### src/hw/rv_ctrl_pkg.sv
////////////////////
// Shared encodings for the RV32I control path
// Imported by the RTL and the testbench
////////////////////

package rv_ctrl_pkg;

	// Field widths
	localparam int INSTR_W    = 32;
	localparam int REG_ADDR_W = 5;
	localparam int OPCODE_W   = 7;
	localparam int FUNCT3_W   = 3;

	// Major opcodes, bits [6:0]
	typedef enum logic [OPCODE_W-1:0] {
		OPC_LUI    = 7'b0110111,
		OPC_AUIPC  = 7'b0010111,
		OPC_JAL    = 7'b1101111,
		OPC_JALR   = 7'b1100111,
		OPC_BRANCH = 7'b1100011,
		OPC_LOAD   = 7'b0000011,
		OPC_STORE  = 7'b0100011,
		OPC_IMM    = 7'b0010011,
		OPC_R      = 7'b0110011
	} opcode_e;

	// Branch funct3
	localparam logic [FUNCT3_W-1:0] F3_BEQ  = 3'b000;
	localparam logic [FUNCT3_W-1:0] F3_BNE  = 3'b001;
	localparam logic [FUNCT3_W-1:0] F3_BLT  = 3'b100;
	localparam logic [FUNCT3_W-1:0] F3_BGE  = 3'b101;
	localparam logic [FUNCT3_W-1:0] F3_BLTU = 3'b110;
	localparam logic [FUNCT3_W-1:0] F3_BGEU = 3'b111;

	// ALU funct3, shared by OP_IMM and OP_R
	localparam logic [FUNCT3_W-1:0] F3_ADD_SUB = 3'b000;
	localparam logic [FUNCT3_W-1:0] F3_SLL     = 3'b001;
	localparam logic [FUNCT3_W-1:0] F3_SLT     = 3'b010;
	localparam logic [FUNCT3_W-1:0] F3_SLTU    = 3'b011;
	localparam logic [FUNCT3_W-1:0] F3_XOR     = 3'b100;
	localparam logic [FUNCT3_W-1:0] F3_SRL_SRA = 3'b101;
	localparam logic [FUNCT3_W-1:0] F3_OR      = 3'b110;
	localparam logic [FUNCT3_W-1:0] F3_AND     = 3'b111;

	// ALU and compare operations
	typedef enum logic [3:0] {
		ALU_ADD  = 4'd0,
		ALU_SUB  = 4'd1,
		ALU_SLL  = 4'd2,
		ALU_SLT  = 4'd3,
		ALU_SLTU = 4'd4,
		ALU_XOR  = 4'd5,
		ALU_SRL  = 4'd6,
		ALU_SRA  = 4'd7,
		ALU_OR   = 4'd8,
		ALU_AND  = 4'd9,
		ALU_SEQ  = 4'd10,
		ALU_SNE  = 4'd11,
		ALU_SGE  = 4'd12,
		ALU_SGEU = 4'd13
	} alu_op_e;

	// Operand A source
	typedef enum logic [1:0] {
		A_RS1  = 2'd0,
		A_PC   = 2'd1,
		A_ZERO = 2'd2
	} a_sel_e;

	// Operand B source
	typedef enum logic [1:0] {
		B_RS2  = 2'd0,
		B_IMM  = 2'd1,
		B_FOUR = 2'd2
	} b_sel_e;

	// Immediate format, B and J live in the branch adder
	typedef enum logic [1:0] {
		IMM_I = 2'd0,
		IMM_S = 2'd1,
		IMM_U = 2'd2
	} imm_sel_e;

	typedef enum logic {
		WB_ALU = 1'b0,
		WB_MEM = 1'b1
	} wb_sel_e;

	// Next PC source
	typedef enum logic [1:0] {
		PC_FOUR   = 2'd0,
		PC_BRANCH = 2'd1,
		PC_JAL    = 2'd2,
		PC_JALR   = 2'd3
	} pc_sel_e;

	// EXE means the register file value read in decode
	typedef enum logic [1:0] {
		FWD_EXE = 2'd0,
		FWD_MEM = 2'd1,
		FWD_WB  = 2'd2
	} fwd_sel_e;

endpackage

### src/hw/instr_decoder.sv
////////////////////
// Decode-stage control for one RV32I instruction
// Pure combinational, feeds fetch and the control pipeline
////////////////////

`timescale 1ns/1ps

module instr_decoder (
	input  logic [rv_ctrl_pkg::INSTR_W-1:0]    instr,
	input  logic                               instr_valid,
	input  logic                               br_true,
	output rv_ctrl_pkg::imm_sel_e              imm_sel,
	output rv_ctrl_pkg::alu_op_e               br_op,
	output rv_ctrl_pkg::pc_sel_e               pc_sel,
	output logic                               flush_if,
	output rv_ctrl_pkg::a_sel_e                a_sel,
	output rv_ctrl_pkg::b_sel_e                b_sel,
	output rv_ctrl_pkg::alu_op_e               alu_op,
	output logic                               mem_en,
	output logic                               mem_wr,
	output rv_ctrl_pkg::wb_sel_e               wb_sel,
	output logic                               reg_en,
	output logic                               uses_rs1,
	output logic                               uses_rs2,
	output logic [rv_ctrl_pkg::REG_ADDR_W-1:0] rd_addr_dec,
	output logic                               illegal_instr
);
	import rv_ctrl_pkg::*;

	opcode_e             opcode;
	logic [FUNCT3_W-1:0] funct3;
	logic                funct7_alt;
	alu_op_e             alu_fn;
	logic                is_branch;
	logic                is_jal;
	logic                is_jalr;

	assign opcode     = opcode_e'(instr[6:0]);
	assign funct3     = instr[14:12];
	assign funct7_alt = instr[30];

	// ALU function, SUB only exists for register ops
	always_comb begin
		case (funct3)
			F3_ADD_SUB: alu_fn = (funct7_alt && opcode == OPC_R) ? ALU_SUB : ALU_ADD;
			F3_SLL:     alu_fn = ALU_SLL;
			F3_SLT:     alu_fn = ALU_SLT;
			F3_SLTU:    alu_fn = ALU_SLTU;
			F3_XOR:     alu_fn = ALU_XOR;
			F3_SRL_SRA: alu_fn = funct7_alt ? ALU_SRA : ALU_SRL;
			F3_OR:      alu_fn = ALU_OR;
			default:    alu_fn = ALU_AND;
		endcase
	end

	always_comb begin
		// Idle defaults, match a bubble
		imm_sel       = IMM_I;
		br_op         = ALU_SEQ;
		a_sel         = A_RS1;
		b_sel         = B_IMM;
		alu_op        = ALU_ADD;
		mem_en        = 1'b0;
		mem_wr        = 1'b0;
		wb_sel        = WB_ALU;
		reg_en        = 1'b0;
		uses_rs1      = 1'b0;
		uses_rs2      = 1'b0;
		is_branch     = 1'b0;
		is_jal        = 1'b0;
		is_jalr       = 1'b0;
		illegal_instr = 1'b0;

		case (opcode)
			OPC_LUI: begin
				a_sel   = A_ZERO;
				imm_sel = IMM_U;
				reg_en  = 1'b1;
			end
			OPC_AUIPC: begin
				a_sel   = A_PC;
				imm_sel = IMM_U;
				reg_en  = 1'b1;
			end
			// Link value is PC + 4
			OPC_JAL: begin
				a_sel  = A_PC;
				b_sel  = B_FOUR;
				reg_en = 1'b1;
				is_jal = 1'b1;
			end
			OPC_JALR: begin
				a_sel         = A_PC;
				b_sel         = B_FOUR;
				reg_en        = 1'b1;
				uses_rs1      = 1'b1;
				is_jalr       = 1'b1;
				illegal_instr = (funct3 != '0);
			end
			OPC_BRANCH: begin
				b_sel     = B_RS2;
				uses_rs1  = 1'b1;
				uses_rs2  = 1'b1;
				is_branch = 1'b1;
				case (funct3)
					F3_BEQ:  br_op = ALU_SEQ;
					F3_BNE:  br_op = ALU_SNE;
					F3_BLT:  br_op = ALU_SLT;
					F3_BGE:  br_op = ALU_SGE;
					F3_BLTU: br_op = ALU_SLTU;
					F3_BGEU: br_op = ALU_SGEU;
					default: illegal_instr = 1'b1;
				endcase
			end
			OPC_LOAD: begin
				mem_en   = 1'b1;
				wb_sel   = WB_MEM;
				reg_en   = 1'b1;
				uses_rs1 = 1'b1;
			end
			OPC_STORE: begin
				imm_sel  = IMM_S;
				mem_en   = 1'b1;
				mem_wr   = 1'b1;
				uses_rs1 = 1'b1;
				uses_rs2 = 1'b1;
			end
			OPC_IMM: begin
				alu_op   = alu_fn;
				reg_en   = 1'b1;
				uses_rs1 = 1'b1;
			end
			OPC_R: begin
				b_sel    = B_RS2;
				alu_op   = alu_fn;
				reg_en   = 1'b1;
				uses_rs1 = 1'b1;
				uses_rs2 = 1'b1;
			end
			default: illegal_instr = 1'b1;
		endcase
	end

	// Stores and branches carry no destination
	assign rd_addr_dec = (opcode == OPC_STORE || opcode == OPC_BRANCH) ? '0 : instr[11:7];

	// Redirect priority, illegal encodings never redirect
	always_comb begin
		pc_sel = PC_FOUR;
		if (instr_valid && !illegal_instr) begin
			if (is_branch && br_true)
				pc_sel = PC_BRANCH;
			else if (is_jal)
				pc_sel = PC_JAL;
			else if (is_jalr)
				pc_sel = PC_JALR;
		end
	end

	assign flush_if = (pc_sel != PC_FOUR);

endmodule

### src/hw/hazard_unit.sv
////////////////////
// Load-use stall and operand forwarding selection
////////////////////

`timescale 1ns/1ps

module hazard_unit (
	input  logic [rv_ctrl_pkg::REG_ADDR_W-1:0] rs1_dec,
	input  logic [rv_ctrl_pkg::REG_ADDR_W-1:0] rs2_dec,
	input  logic                               uses_rs1,
	input  logic                               uses_rs2,
	input  logic                               instr_valid,
	input  logic                               load_exe,
	input  logic [rv_ctrl_pkg::REG_ADDR_W-1:0] rd_exe,
	input  logic [rv_ctrl_pkg::REG_ADDR_W-1:0] rs1_exe,
	input  logic [rv_ctrl_pkg::REG_ADDR_W-1:0] rs2_exe,
	input  logic                               reg_en_mem,
	input  logic [rv_ctrl_pkg::REG_ADDR_W-1:0] rd_mem,
	input  logic                               reg_en_wb,
	input  logic [rv_ctrl_pkg::REG_ADDR_W-1:0] rd_wb,
	output logic                               stall,
	output rv_ctrl_pkg::fwd_sel_e              fwd_a_sel,
	output rv_ctrl_pkg::fwd_sel_e              fwd_b_sel
);
	import rv_ctrl_pkg::*;

	// Youngest writer wins, x0 is never a producer
	function automatic fwd_sel_e pick_fwd(
		input logic [REG_ADDR_W-1:0] rs,
		input logic                  en_mem,
		input logic [REG_ADDR_W-1:0] dst_mem,
		input logic                  en_wb,
		input logic [REG_ADDR_W-1:0] dst_wb
	);
		if (en_mem && dst_mem != '0 && dst_mem == rs)
			return FWD_MEM;
		else if (en_wb && dst_wb != '0 && dst_wb == rs)
			return FWD_WB;
		else
			return FWD_EXE;
	endfunction

	logic hit_rs1;
	logic hit_rs2;

	// Load result not ready until after memory
	assign hit_rs1 = uses_rs1 && (rs1_dec == rd_exe);
	assign hit_rs2 = uses_rs2 && (rs2_dec == rd_exe);
	assign stall   = instr_valid && load_exe && (rd_exe != '0) && (hit_rs1 || hit_rs2);

	always_comb begin
		fwd_a_sel = pick_fwd(rs1_exe, reg_en_mem, rd_mem, reg_en_wb, rd_wb);
		fwd_b_sel = pick_fwd(rs2_exe, reg_en_mem, rd_mem, reg_en_wb, rd_wb);
	end

endmodule

### src/hw/ctrl_pipe.sv
////////////////////
// ID/EX, EX/MEM and MEM/WB control registers
// Bubble loads idle values into ID/EX, later stages always advance
////////////////////

`timescale 1ns/1ps

module ctrl_pipe (
	input  logic                               clk,
	input  logic                               reset,
	input  logic                               bubble,
	input  rv_ctrl_pkg::a_sel_e                a_sel,
	input  rv_ctrl_pkg::b_sel_e                b_sel,
	input  rv_ctrl_pkg::alu_op_e               alu_op,
	input  logic                               mem_en,
	input  logic                               mem_wr,
	input  rv_ctrl_pkg::wb_sel_e               wb_sel,
	input  logic                               reg_en,
	input  logic [rv_ctrl_pkg::REG_ADDR_W-1:0] rs1_dec,
	input  logic [rv_ctrl_pkg::REG_ADDR_W-1:0] rs2_dec,
	input  logic [rv_ctrl_pkg::REG_ADDR_W-1:0] rd_addr_dec,
	output rv_ctrl_pkg::a_sel_e                a_sel_exe,
	output rv_ctrl_pkg::b_sel_e                b_sel_exe,
	output rv_ctrl_pkg::alu_op_e               alu_op_exe,
	output logic                               load_exe,
	output logic [rv_ctrl_pkg::REG_ADDR_W-1:0] rd_exe,
	output logic [rv_ctrl_pkg::REG_ADDR_W-1:0] rs1_exe,
	output logic [rv_ctrl_pkg::REG_ADDR_W-1:0] rs2_exe,
	output logic                               mem_en_mem,
	output logic                               mem_wr_mem,
	output logic                               reg_en_mem,
	output logic [rv_ctrl_pkg::REG_ADDR_W-1:0] rd_mem,
	output rv_ctrl_pkg::wb_sel_e               wb_sel_wb,
	output logic                               reg_en_wb,
	output logic [rv_ctrl_pkg::REG_ADDR_W-1:0] rd_wb
);
	import rv_ctrl_pkg::*;

	// Fields still in flight past execute
	logic    mem_en_exe;
	logic    mem_wr_exe;
	wb_sel_e wb_sel_exe;
	logic    reg_en_exe;
	wb_sel_e wb_sel_mem;

	// ID/EX
	always_ff @(posedge clk) begin
		if (reset || bubble) begin
			a_sel_exe  <= A_RS1;
			b_sel_exe  <= B_IMM;
			alu_op_exe <= ALU_ADD;
			mem_en_exe <= 1'b0;
			mem_wr_exe <= 1'b0;
			wb_sel_exe <= WB_ALU;
			reg_en_exe <= 1'b0;
			rs1_exe    <= '0;
			rs2_exe    <= '0;
			rd_exe     <= '0;
		end else begin
			a_sel_exe  <= a_sel;
			b_sel_exe  <= b_sel;
			alu_op_exe <= alu_op;
			mem_en_exe <= mem_en;
			mem_wr_exe <= mem_wr;
			wb_sel_exe <= wb_sel;
			reg_en_exe <= reg_en;
			rs1_exe    <= rs1_dec;
			rs2_exe    <= rs2_dec;
			rd_exe     <= rd_addr_dec;
		end
	end

	assign load_exe = mem_en_exe && !mem_wr_exe;

	// EX/MEM, operand selects dropped
	always_ff @(posedge clk) begin
		if (reset) begin
			mem_en_mem <= 1'b0;
			mem_wr_mem <= 1'b0;
			wb_sel_mem <= WB_ALU;
			reg_en_mem <= 1'b0;
			rd_mem     <= '0;
		end else begin
			mem_en_mem <= mem_en_exe;
			mem_wr_mem <= mem_wr_exe;
			wb_sel_mem <= wb_sel_exe;
			reg_en_mem <= reg_en_exe;
			rd_mem     <= rd_exe;
		end
	end

	// MEM/WB, only write-back fields remain
	always_ff @(posedge clk) begin
		if (reset) begin
			wb_sel_wb <= WB_ALU;
			reg_en_wb <= 1'b0;
			rd_wb     <= '0;
		end else begin
			wb_sel_wb <= wb_sel_mem;
			reg_en_wb <= reg_en_mem;
			rd_wb     <= rd_mem;
		end
	end

endmodule

### src/hw/pipeline_control.sv
////////////////////
// Control path top for the five-stage RV32I pipeline
////////////////////

`timescale 1ns/1ps

module pipeline_control (
	input  logic                            clk,
	input  logic                            reset,
	input  logic [rv_ctrl_pkg::INSTR_W-1:0] instr,
	input  logic                            instr_valid,
	input  logic                            br_true,
	output logic                            instr_ready,
	output rv_ctrl_pkg::pc_sel_e            pc_sel,
	output logic                            flush_if,
	output rv_ctrl_pkg::imm_sel_e           imm_sel,
	output rv_ctrl_pkg::alu_op_e            br_op,
	output rv_ctrl_pkg::a_sel_e             a_sel_exe,
	output rv_ctrl_pkg::b_sel_e             b_sel_exe,
	output rv_ctrl_pkg::alu_op_e            alu_op_exe,
	output logic                            mem_en_mem,
	output logic                            mem_wr_mem,
	output rv_ctrl_pkg::wb_sel_e            wb_sel_wb,
	output logic                            reg_en_wb,
	output rv_ctrl_pkg::fwd_sel_e           fwd_a_sel,
	output rv_ctrl_pkg::fwd_sel_e           fwd_b_sel,
	output logic                            illegal_instr
);
	import rv_ctrl_pkg::*;

	// Decode-stage controls
	a_sel_e                a_sel_dec;
	b_sel_e                b_sel_dec;
	alu_op_e               alu_op_dec;
	logic                  mem_en_dec;
	logic                  mem_wr_dec;
	wb_sel_e               wb_sel_dec;
	logic                  reg_en_dec;
	logic                  uses_rs1;
	logic                  uses_rs2;
	logic [REG_ADDR_W-1:0] rs1_dec;
	logic [REG_ADDR_W-1:0] rs2_dec;
	logic [REG_ADDR_W-1:0] rd_addr_dec;

	// Tracked stage state
	logic                  load_exe;
	logic [REG_ADDR_W-1:0] rd_exe;
	logic [REG_ADDR_W-1:0] rs1_exe;
	logic [REG_ADDR_W-1:0] rs2_exe;
	logic                  reg_en_mem;
	logic [REG_ADDR_W-1:0] rd_mem;
	logic [REG_ADDR_W-1:0] rd_wb;

	logic stall;
	logic bubble;

	assign rs1_dec     = instr[19:15];
	assign rs2_dec     = instr[24:20];
	assign instr_ready = !stall;
	assign bubble      = stall || !instr_valid || illegal_instr;

	instr_decoder u_decoder (
		.instr         (instr),
		.instr_valid   (instr_valid),
		.br_true       (br_true),
		.imm_sel       (imm_sel),
		.br_op         (br_op),
		.pc_sel        (pc_sel),
		.flush_if      (flush_if),
		.a_sel         (a_sel_dec),
		.b_sel         (b_sel_dec),
		.alu_op        (alu_op_dec),
		.mem_en        (mem_en_dec),
		.mem_wr        (mem_wr_dec),
		.wb_sel        (wb_sel_dec),
		.reg_en        (reg_en_dec),
		.uses_rs1      (uses_rs1),
		.uses_rs2      (uses_rs2),
		.rd_addr_dec   (rd_addr_dec),
		.illegal_instr (illegal_instr)
	);

	hazard_unit u_hazard (
		.rs1_dec     (rs1_dec),
		.rs2_dec     (rs2_dec),
		.uses_rs1    (uses_rs1),
		.uses_rs2    (uses_rs2),
		.instr_valid (instr_valid),
		.load_exe    (load_exe),
		.rd_exe      (rd_exe),
		.rs1_exe     (rs1_exe),
		.rs2_exe     (rs2_exe),
		.reg_en_mem  (reg_en_mem),
		.rd_mem      (rd_mem),
		.reg_en_wb   (reg_en_wb),
		.rd_wb       (rd_wb),
		.stall       (stall),
		.fwd_a_sel   (fwd_a_sel),
		.fwd_b_sel   (fwd_b_sel)
	);

	ctrl_pipe u_pipe (
		.clk         (clk),
		.reset       (reset),
		.bubble      (bubble),
		.a_sel       (a_sel_dec),
		.b_sel       (b_sel_dec),
		.alu_op      (alu_op_dec),
		.mem_en      (mem_en_dec),
		.mem_wr      (mem_wr_dec),
		.wb_sel      (wb_sel_dec),
		.reg_en      (reg_en_dec),
		.rs1_dec     (rs1_dec),
		.rs2_dec     (rs2_dec),
		.rd_addr_dec (rd_addr_dec),
		.a_sel_exe   (a_sel_exe),
		.b_sel_exe   (b_sel_exe),
		.alu_op_exe  (alu_op_exe),
		.load_exe    (load_exe),
		.rd_exe      (rd_exe),
		.rs1_exe     (rs1_exe),
		.rs2_exe     (rs2_exe),
		.mem_en_mem  (mem_en_mem),
		.mem_wr_mem  (mem_wr_mem),
		.reg_en_mem  (reg_en_mem),
		.rd_mem      (rd_mem),
		.wb_sel_wb   (wb_sel_wb),
		.reg_en_wb   (reg_en_wb),
		.rd_wb       (rd_wb)
	);

endmodule

### config.mk
export PLATFORM = sky130hd
export DESIGN_NAME = pipeline_control
export DESIGN_NICKNAME = d
export VERILOG_FILES = /design/src/hw/rv_ctrl_pkg.sv /design/src/hw/instr_decoder.sv /design/src/hw/hazard_unit.sv /design/src/hw/ctrl_pipe.sv /design/src/hw/pipeline_control.sv
export SDC_FILE = /design/constraint.sdc
export NUM_CORES = 1
export LEC_CHECK = 0
export BUFFER_PORTS_ARGS = -buffer_cell sky130_fd_sc_hd__buf_4
export CORE_MARGIN = 2
export CORE_UTILIZATION = 50
export CTS_BUF_LIST = sky130_fd_sc_hd__clkbuf_4 sky130_fd_sc_hd__clkbuf_8
export CTS_CLUSTER_DIAMETER = 60
export DETAILED_ROUTE_END_ITERATION = 8
export PLACE_DENSITY = 0.77
export SLEW_MARGIN = 15
export SYNTH_ARGS = -nofsm -noshare
export SYNTH_HDL_FRONTEND = slang
export SYNTH_HIERARCHICAL = 1
export SYNTH_SLANG_ARGS = --single-unit
export TNS_END_PERCENT = 20
### constraint.sdc
create_clock -name clk -period 3.8 [get_ports clk]
set_input_delay 0.76 -clock clk [delete_from_list [all_inputs] [get_ports clk]]
set_output_delay 0.76 -clock clk [all_outputs]
set_load 0.05 [all_outputs]
# Yosys cells after proc, flatten, opt, wreduce, memory -nomap -nowiden

Index checks and enable logic that the tools add are counted.

Register bits after elaboration: 43
Latch bits: 0
Memory bits (writable): 0
Bits in read-only memories: 0
Bits of input ports: 36
Output and inout port bits: 27
Logic and storage cells: 111
Memories: 0

Add/subtract/negate cells: 0
$mul: 0
Div/mod/pow operators: 0
$lt $le $gt $ge: 0
Equal/unequal tests: 22
Shift operators: 0
Multiplexer cells: 27
Bitwise operators: 1
Reductions and logical operators: 43

Operators with widths:

| kind               | count |
|---|---|
| $eq 5x5->1         | 6 |
| $pmux 4 s7         | 1 |
| $eq 7x6->1 const B | 3 |
| $eq 7x7->1 const B | 3 |
| $pmux 4 s5         | 1 |
| $mux 2             | 8 |
| $logic_and 1x1->1  | 15 |
| $reduce_bool 5->1  | 3 |
| $eq 7x5->1 const B | 2 |
| $reduce_or 2->1    | 7 |
| $reduce_or 7->1    | 2 |
| $eq 3x3->1 const B | 4 |
| $mux 1             | 12 |
| $pmux 2 s2         | 3 |
| $reduce_or 6->1    | 2 |
| $eq 7x2->1 const B | 1 |
| $eq 3x2->1 const B | 2 |
| $reduce_or 3->1    | 2 |
| $logic_or 1x1->1   | 5 |
| $logic_not 1->1    | 4 |
| $mux 4             | 1 |
| $eq 3x1->1 const B | 1 |
| $logic_not 3->1    | 1 |
| $pmux 1 s3         | 1 |
| 3 further kinds    | 3 |

# Logic depth before layout (Yosys ltp)

Word-level depth: 10
Mapped depth: 10
Depth with buffers taken out: 7

# By module

Netlist, hierarchy kept.

By module, submodules not included:

| module           | times used | cells an instance | area an instance (um^2) | sequential area each (um^2) |
|---|---|---|---|---|
| ctrl_pipe        | 1          | 95                | 1246.2                  | 860.8 |
| instr_decoder    | 1          | 73                | 461.7                   | 0.0 |
| hazard_unit      | 1          | 49                | 396.6                   | 0.0 |
| pipeline_control | 1          | 2                 | 12.5                    | 0.0 |

# Worst setup path before layout

Ideal clock, no wire load.

Kind: input to output
Start: input port instr[12] (netlist name)
End: output port pc_sel[0]
Data arrival time: 3.854 ns
Required time: 3.040 ns
Setup slack: -0.814 ns
Cell stages on the path: 4
Path buffers: 1
Cells stage by stage: buf_2 o21a_1 or2_2 a2111oi_0

Longest elaborated chain between the ends: 7
Elaborated cells on any way between the ends: 13
Classes of those cells: eq/ne (5); mux (3); reduce/logical (5)

Ends and longest elaborated chain:

| what                                     | RTL line               | RTL |
|---|---|---|
| start, declared                          | pipeline_control.sv:10 | `input logic [rv_ctrl_pkg::INSTR_W-1:0] instr,` |
| $eq 3x1->1, or another cell as far along | instr_decoder.sv:105   | `case (funct3)` |
| $reduce_or 6->1 (no line)                | n/a                    |  |
| $mux 1                                   | instr_decoder.sv:105   |  |
| $pmux 1 s3 *                             | instr_decoder.sv:74    | `case (opcode)` |
| $logic_not 1->1 *                        | instr_decoder.sv:150   | `if (instr_valid && !illegal_instr) begin` |
| $logic_and 1x1->1 *                      | instr_decoder.sv:150   |  |
| $mux 2 *                                 | instr_decoder.sv:150   |  |
| end, declared                            | pipeline_control.sv:14 | `output rv_ctrl_pkg::pc_sel_e pc_sel,` |

Every way passes the cells marked *; elsewhere a longest branch is shown, timed or not.

# Final worst setup path

Start: input port instr[6] (netlist name)
End: output port instr_ready

Longest elaborated chain between the ends: 7
Elaborated cells on any way between the ends: 15
Classes of those cells: eq/ne (6); mux (2); reduce/logical (7)

Ends and longest elaborated chain:

| what                                            | RTL line               | RTL |
|---|---|---|
| $eq 7x7->1 / $eq 7x6->1 (equally long branches) | instr_decoder.sv:74    |  |
| $reduce_or 3->1 (no line) *                     | n/a                    |  |
| $mux 1 *                                        | instr_decoder.sv:74    |  |
| named net uses_rs2                              | pipeline_control.sv:40 | `logic uses_rs2;` |
| $logic_and 1x1->1 *                             | hazard_unit.sv:48      | `assign hit_rs2 = uses_rs2 && (rs2_dec == rd_exe);` |
| $logic_or 1x1->1 *                              | hazard_unit.sv:49      | `assign stall = instr_valid && load_exe && (rd_exe != '0) && (hit_rs1 \|\| hit_rs2);` |
| $logic_and 1x1->1 *                             | hazard_unit.sv:49      |  |
| named net stall                                 | pipeline_control.sv:54 | `logic stall;` |
| $logic_not 1->1 *                               | pipeline_control.sv:59 | `assign instr_ready = !stall;` |
| end, declared                                   | pipeline_control.sv:13 | `output logic instr_ready,` |

Mark *: on every way through the listed nets, which the timed path passes. The rest lies on a longest branch.

==> impl_metrics.py <==
metrics = {
    "run_status": {
        "status": "completed",
    },
    "cts": {
        "cts_buffers": 5,
        "ctsResizeCount": 0,
        "cts.sink_count": 43,
        "clk_latency_ns": 0.29,
        "htreeDepth": 2,
        "clockRootBuffer": "clkbuf_8",
        "clk_pin_slew_ns": 0.08,
        "cts_tree": "built",
        "clock_path_buffers": 2,
        "cts_setup_buffers": 0,
        "holdBufCountCts": 0,
    },
    "sta": {
        "min_period_ns": 3.19,
        "finClkSkew_ns": 0.00578,
        "setup_slack_ns": 0.612,
        "maxSlewViolCount": 0,
        "fin_tns_setup_ns": 0,
        "finalCritPeriodShare_pct": 83.9,
        "rsz0062_at_grt": "no",
        "maxSlewHeadroom_pct": 68.1,
        "setup_viol": 0,
        "hold_violations": 0,
        "fmax_mhz": 314,
        "tightestPinTransition_ns": 0.474,
    },
    "routing": {
        "wl_mm": 4.39,
        "ant_nets": 0,
        "drc_errors": 0,
        "dr_wl_met3_um": 317,
        "wl_per_cell_um": 13.8,
        "top_layer": "met4",
        "vias_per_cell": 5.24,
        "route.vias.total": 1670,
        "dr_wl_met2_mm": 2.03,
        "dr.pass1.iters": 4,
        "drtIter0Drc": 73,
        "wirelength_met1_mm": 1.95,
    },
    "worst_setup_path": {
        "critical_path_class": "in2out",
        "worstPathMaxFanout": 6,
        "arrival_ns": 2.43,
        "cp-end-kind": "primary output",
        "start_kind": "input pin",
        "worstPathRequired_ns": 3.04,
        "crit_path_start": "instr[6]",
        "r2r_start": "u_pipe/rd_exe[0]$_SDFF_PP0_",
        "r2r_cells": 6,
    },
    "global_route": {
        "overflow": 0,
        "grt_pass1_wl_mm": 7.51,
        "grt_usage_pct": 19.2,
        "grt_max_degree": 44,
        "antenna_found_initial": 0,
        "grt_pass1_vias": 1584,
    },
    "placed_design": {
        "place_ws_ns": 0.648,
        "dp_hpwl_mm": 3.26,
        "io_buffers": 56,
        "placed_cells": 311,
        "gp_congestion": 0.823,
    },
    "run": {
        "drv_cap": 0,
    },
    "power_and_ir_drop": {
        "power-per-cell-area_nw_per_um2": 363,
        "peakVddDrop_mv": 0.246,
        "p_leak_nw": 1.16,
    },
    "yosys": {
        "syn-cell-area_um2": 2120,
        "syn_avg_cell_area_um2": 9.67,
        "synth.net_count": 255,
        "yosysUniqueCellTypes": 43,
        "synth-seq-cells": 43,
        "async_reset_ff_share_pct": 0,
        "synthFlopType": "dfxtp_1",
        "synth_seq_area_share_pct": 40.7,
        "synth_edf_count": 0,
        "syn_inst": 219,
        "ys_warn_count": 6,
    },
    "final_layout": {
        "n_antenna_cell": 0,
        "final_nets": 304,
        "nFillCells": 354,
        "multi_input_area_um2": 1140,
        "final_cell_mix": "buf_4 (57), dfxtp_1 (43), nor3b_1 (27)",
        "final_common_cell": "buf_4",
        "seq_area_um2": 861,
        "stdcell_count": 319,
        "area_growth_pct": 24.5,
        "drive_gt1_share_pct": 28.6,
    },
    "min_path": {
        "hold_path_depth": 1,
        "hold_path_class": "reg2reg",
        "min_from": "u_pipe/reg_en_exe$_SDFF_PP0_",
    },
    "floorplanning": {
        "core_area_um2": 4030,
        "die_area_um2": 4770,
        "die_h_um": 69.1,
        "num_rows": 23,
        "start_util_pct": 52.5,
        "die_x_um": 69.1,
        "io_pins": 63,
    },
}
==> cell usage after synthesis, types with 3 or more instances <==
master,n,area (um2)
dfxtp_1,43,861
nor3b_1,27,203
nor2b_1,23,144
xor2_1,22,193
nor2_1,12,45.0
xnor2_1,9,78.8
and2_1,6,37.5
buf_6,6,67.6
nand3_1,6,30.0
buf_2,5,25.0
or4_1,5,37.5
a21oi_1,4,20.0
nand2_1,4,15.0
nor4_1,4,25.0
o21ai_0,4,20.0
o21a_1,3,22.5
==> flip-flops by register name, summed over array words and instances (netlist names), 2 cells and up <==
register,cells
u_pipe/rs1_exe,5
u_pipe/alu_op_exe,4
u_pipe/rd_mem,5
u_pipe/rd_exe,5
u_pipe/rs2_exe,5
u_pipe/rd_wb,5
u_pipe/b_sel_exe,2
u_pipe/a_sel_exe,2
==> power breakdown <==
group | switching, mW | internal [mW]
sequential | 0.00151 | 0.451
clock | 0.150 | 0.270
combinational | 0.0428 | 0.0404
==> through the flow <==
stage	utilization (%)	cell area (um2)	hold slack, ns	total power [mW]
floorplan	-	2120	0.414	0.516
global placement	62.0	2500	0.415	0.546
detailed placement	62.0	2500	0.424	0.547
CTS	65.4	2640	0.440	0.962
global route	65.4	2640	0.443	0.994
finish	65.4	2640	0.438	0.955
==> metal layers <==
metal  vias up  global-route usage, %
li1        846                      -
met1       762                   24.9
met2        53                   30.0
met3         9                   5.70
met4         0                   7.19
met5         -                      0
==> worst max-delay path, stage by stage <==
cell and delay (ns):
buf_4 0.14, or3b_2 0.51, nor3_2 0.33, a21bo_2 0.20, nand3_1 0.06, a21oi_1 0.18, inv_1 0.06, buf_4 0.19
==> final timing paths <==
check,end,slack [ns]
min reg2reg,u_pipe/reg_en_mem$_SDFF_PP0_,0.44
max,instr_ready,0.61
min,u_pipe/reg_en_mem$_SDFF_PP0_,0.44
max reg2reg,u_pipe/b_sel_exe[0]$_SDFF_PP1_,1.32
==> layout make-up <==
| type | count | share of cell area, % |
|---|---|---|
| Multi-Input combinational cell | 159 | 43.3 |
| Sequential cell | 43 | 32.7 |
| Clock inverter | 2 | 2.28 |
| Timing Repair Buffer | 57 | 16.2 |
| Tap cell | 50 | 2.37 |
| Inverter | 2 | 0.285 |
| Clock buffer | 6 | 2.90 |
==> cell families after synthesis <==
logic type	share of synthesized area (%)
DFF	40.7
muxes	0.473
AOI/OAI and AO/OA	7.15
and+or+nand+nor	33.1
buffers and inverters	5.79
xor gates and xnor gates	12.8
No activity file was read; power rests on OpenSTA's default activity.
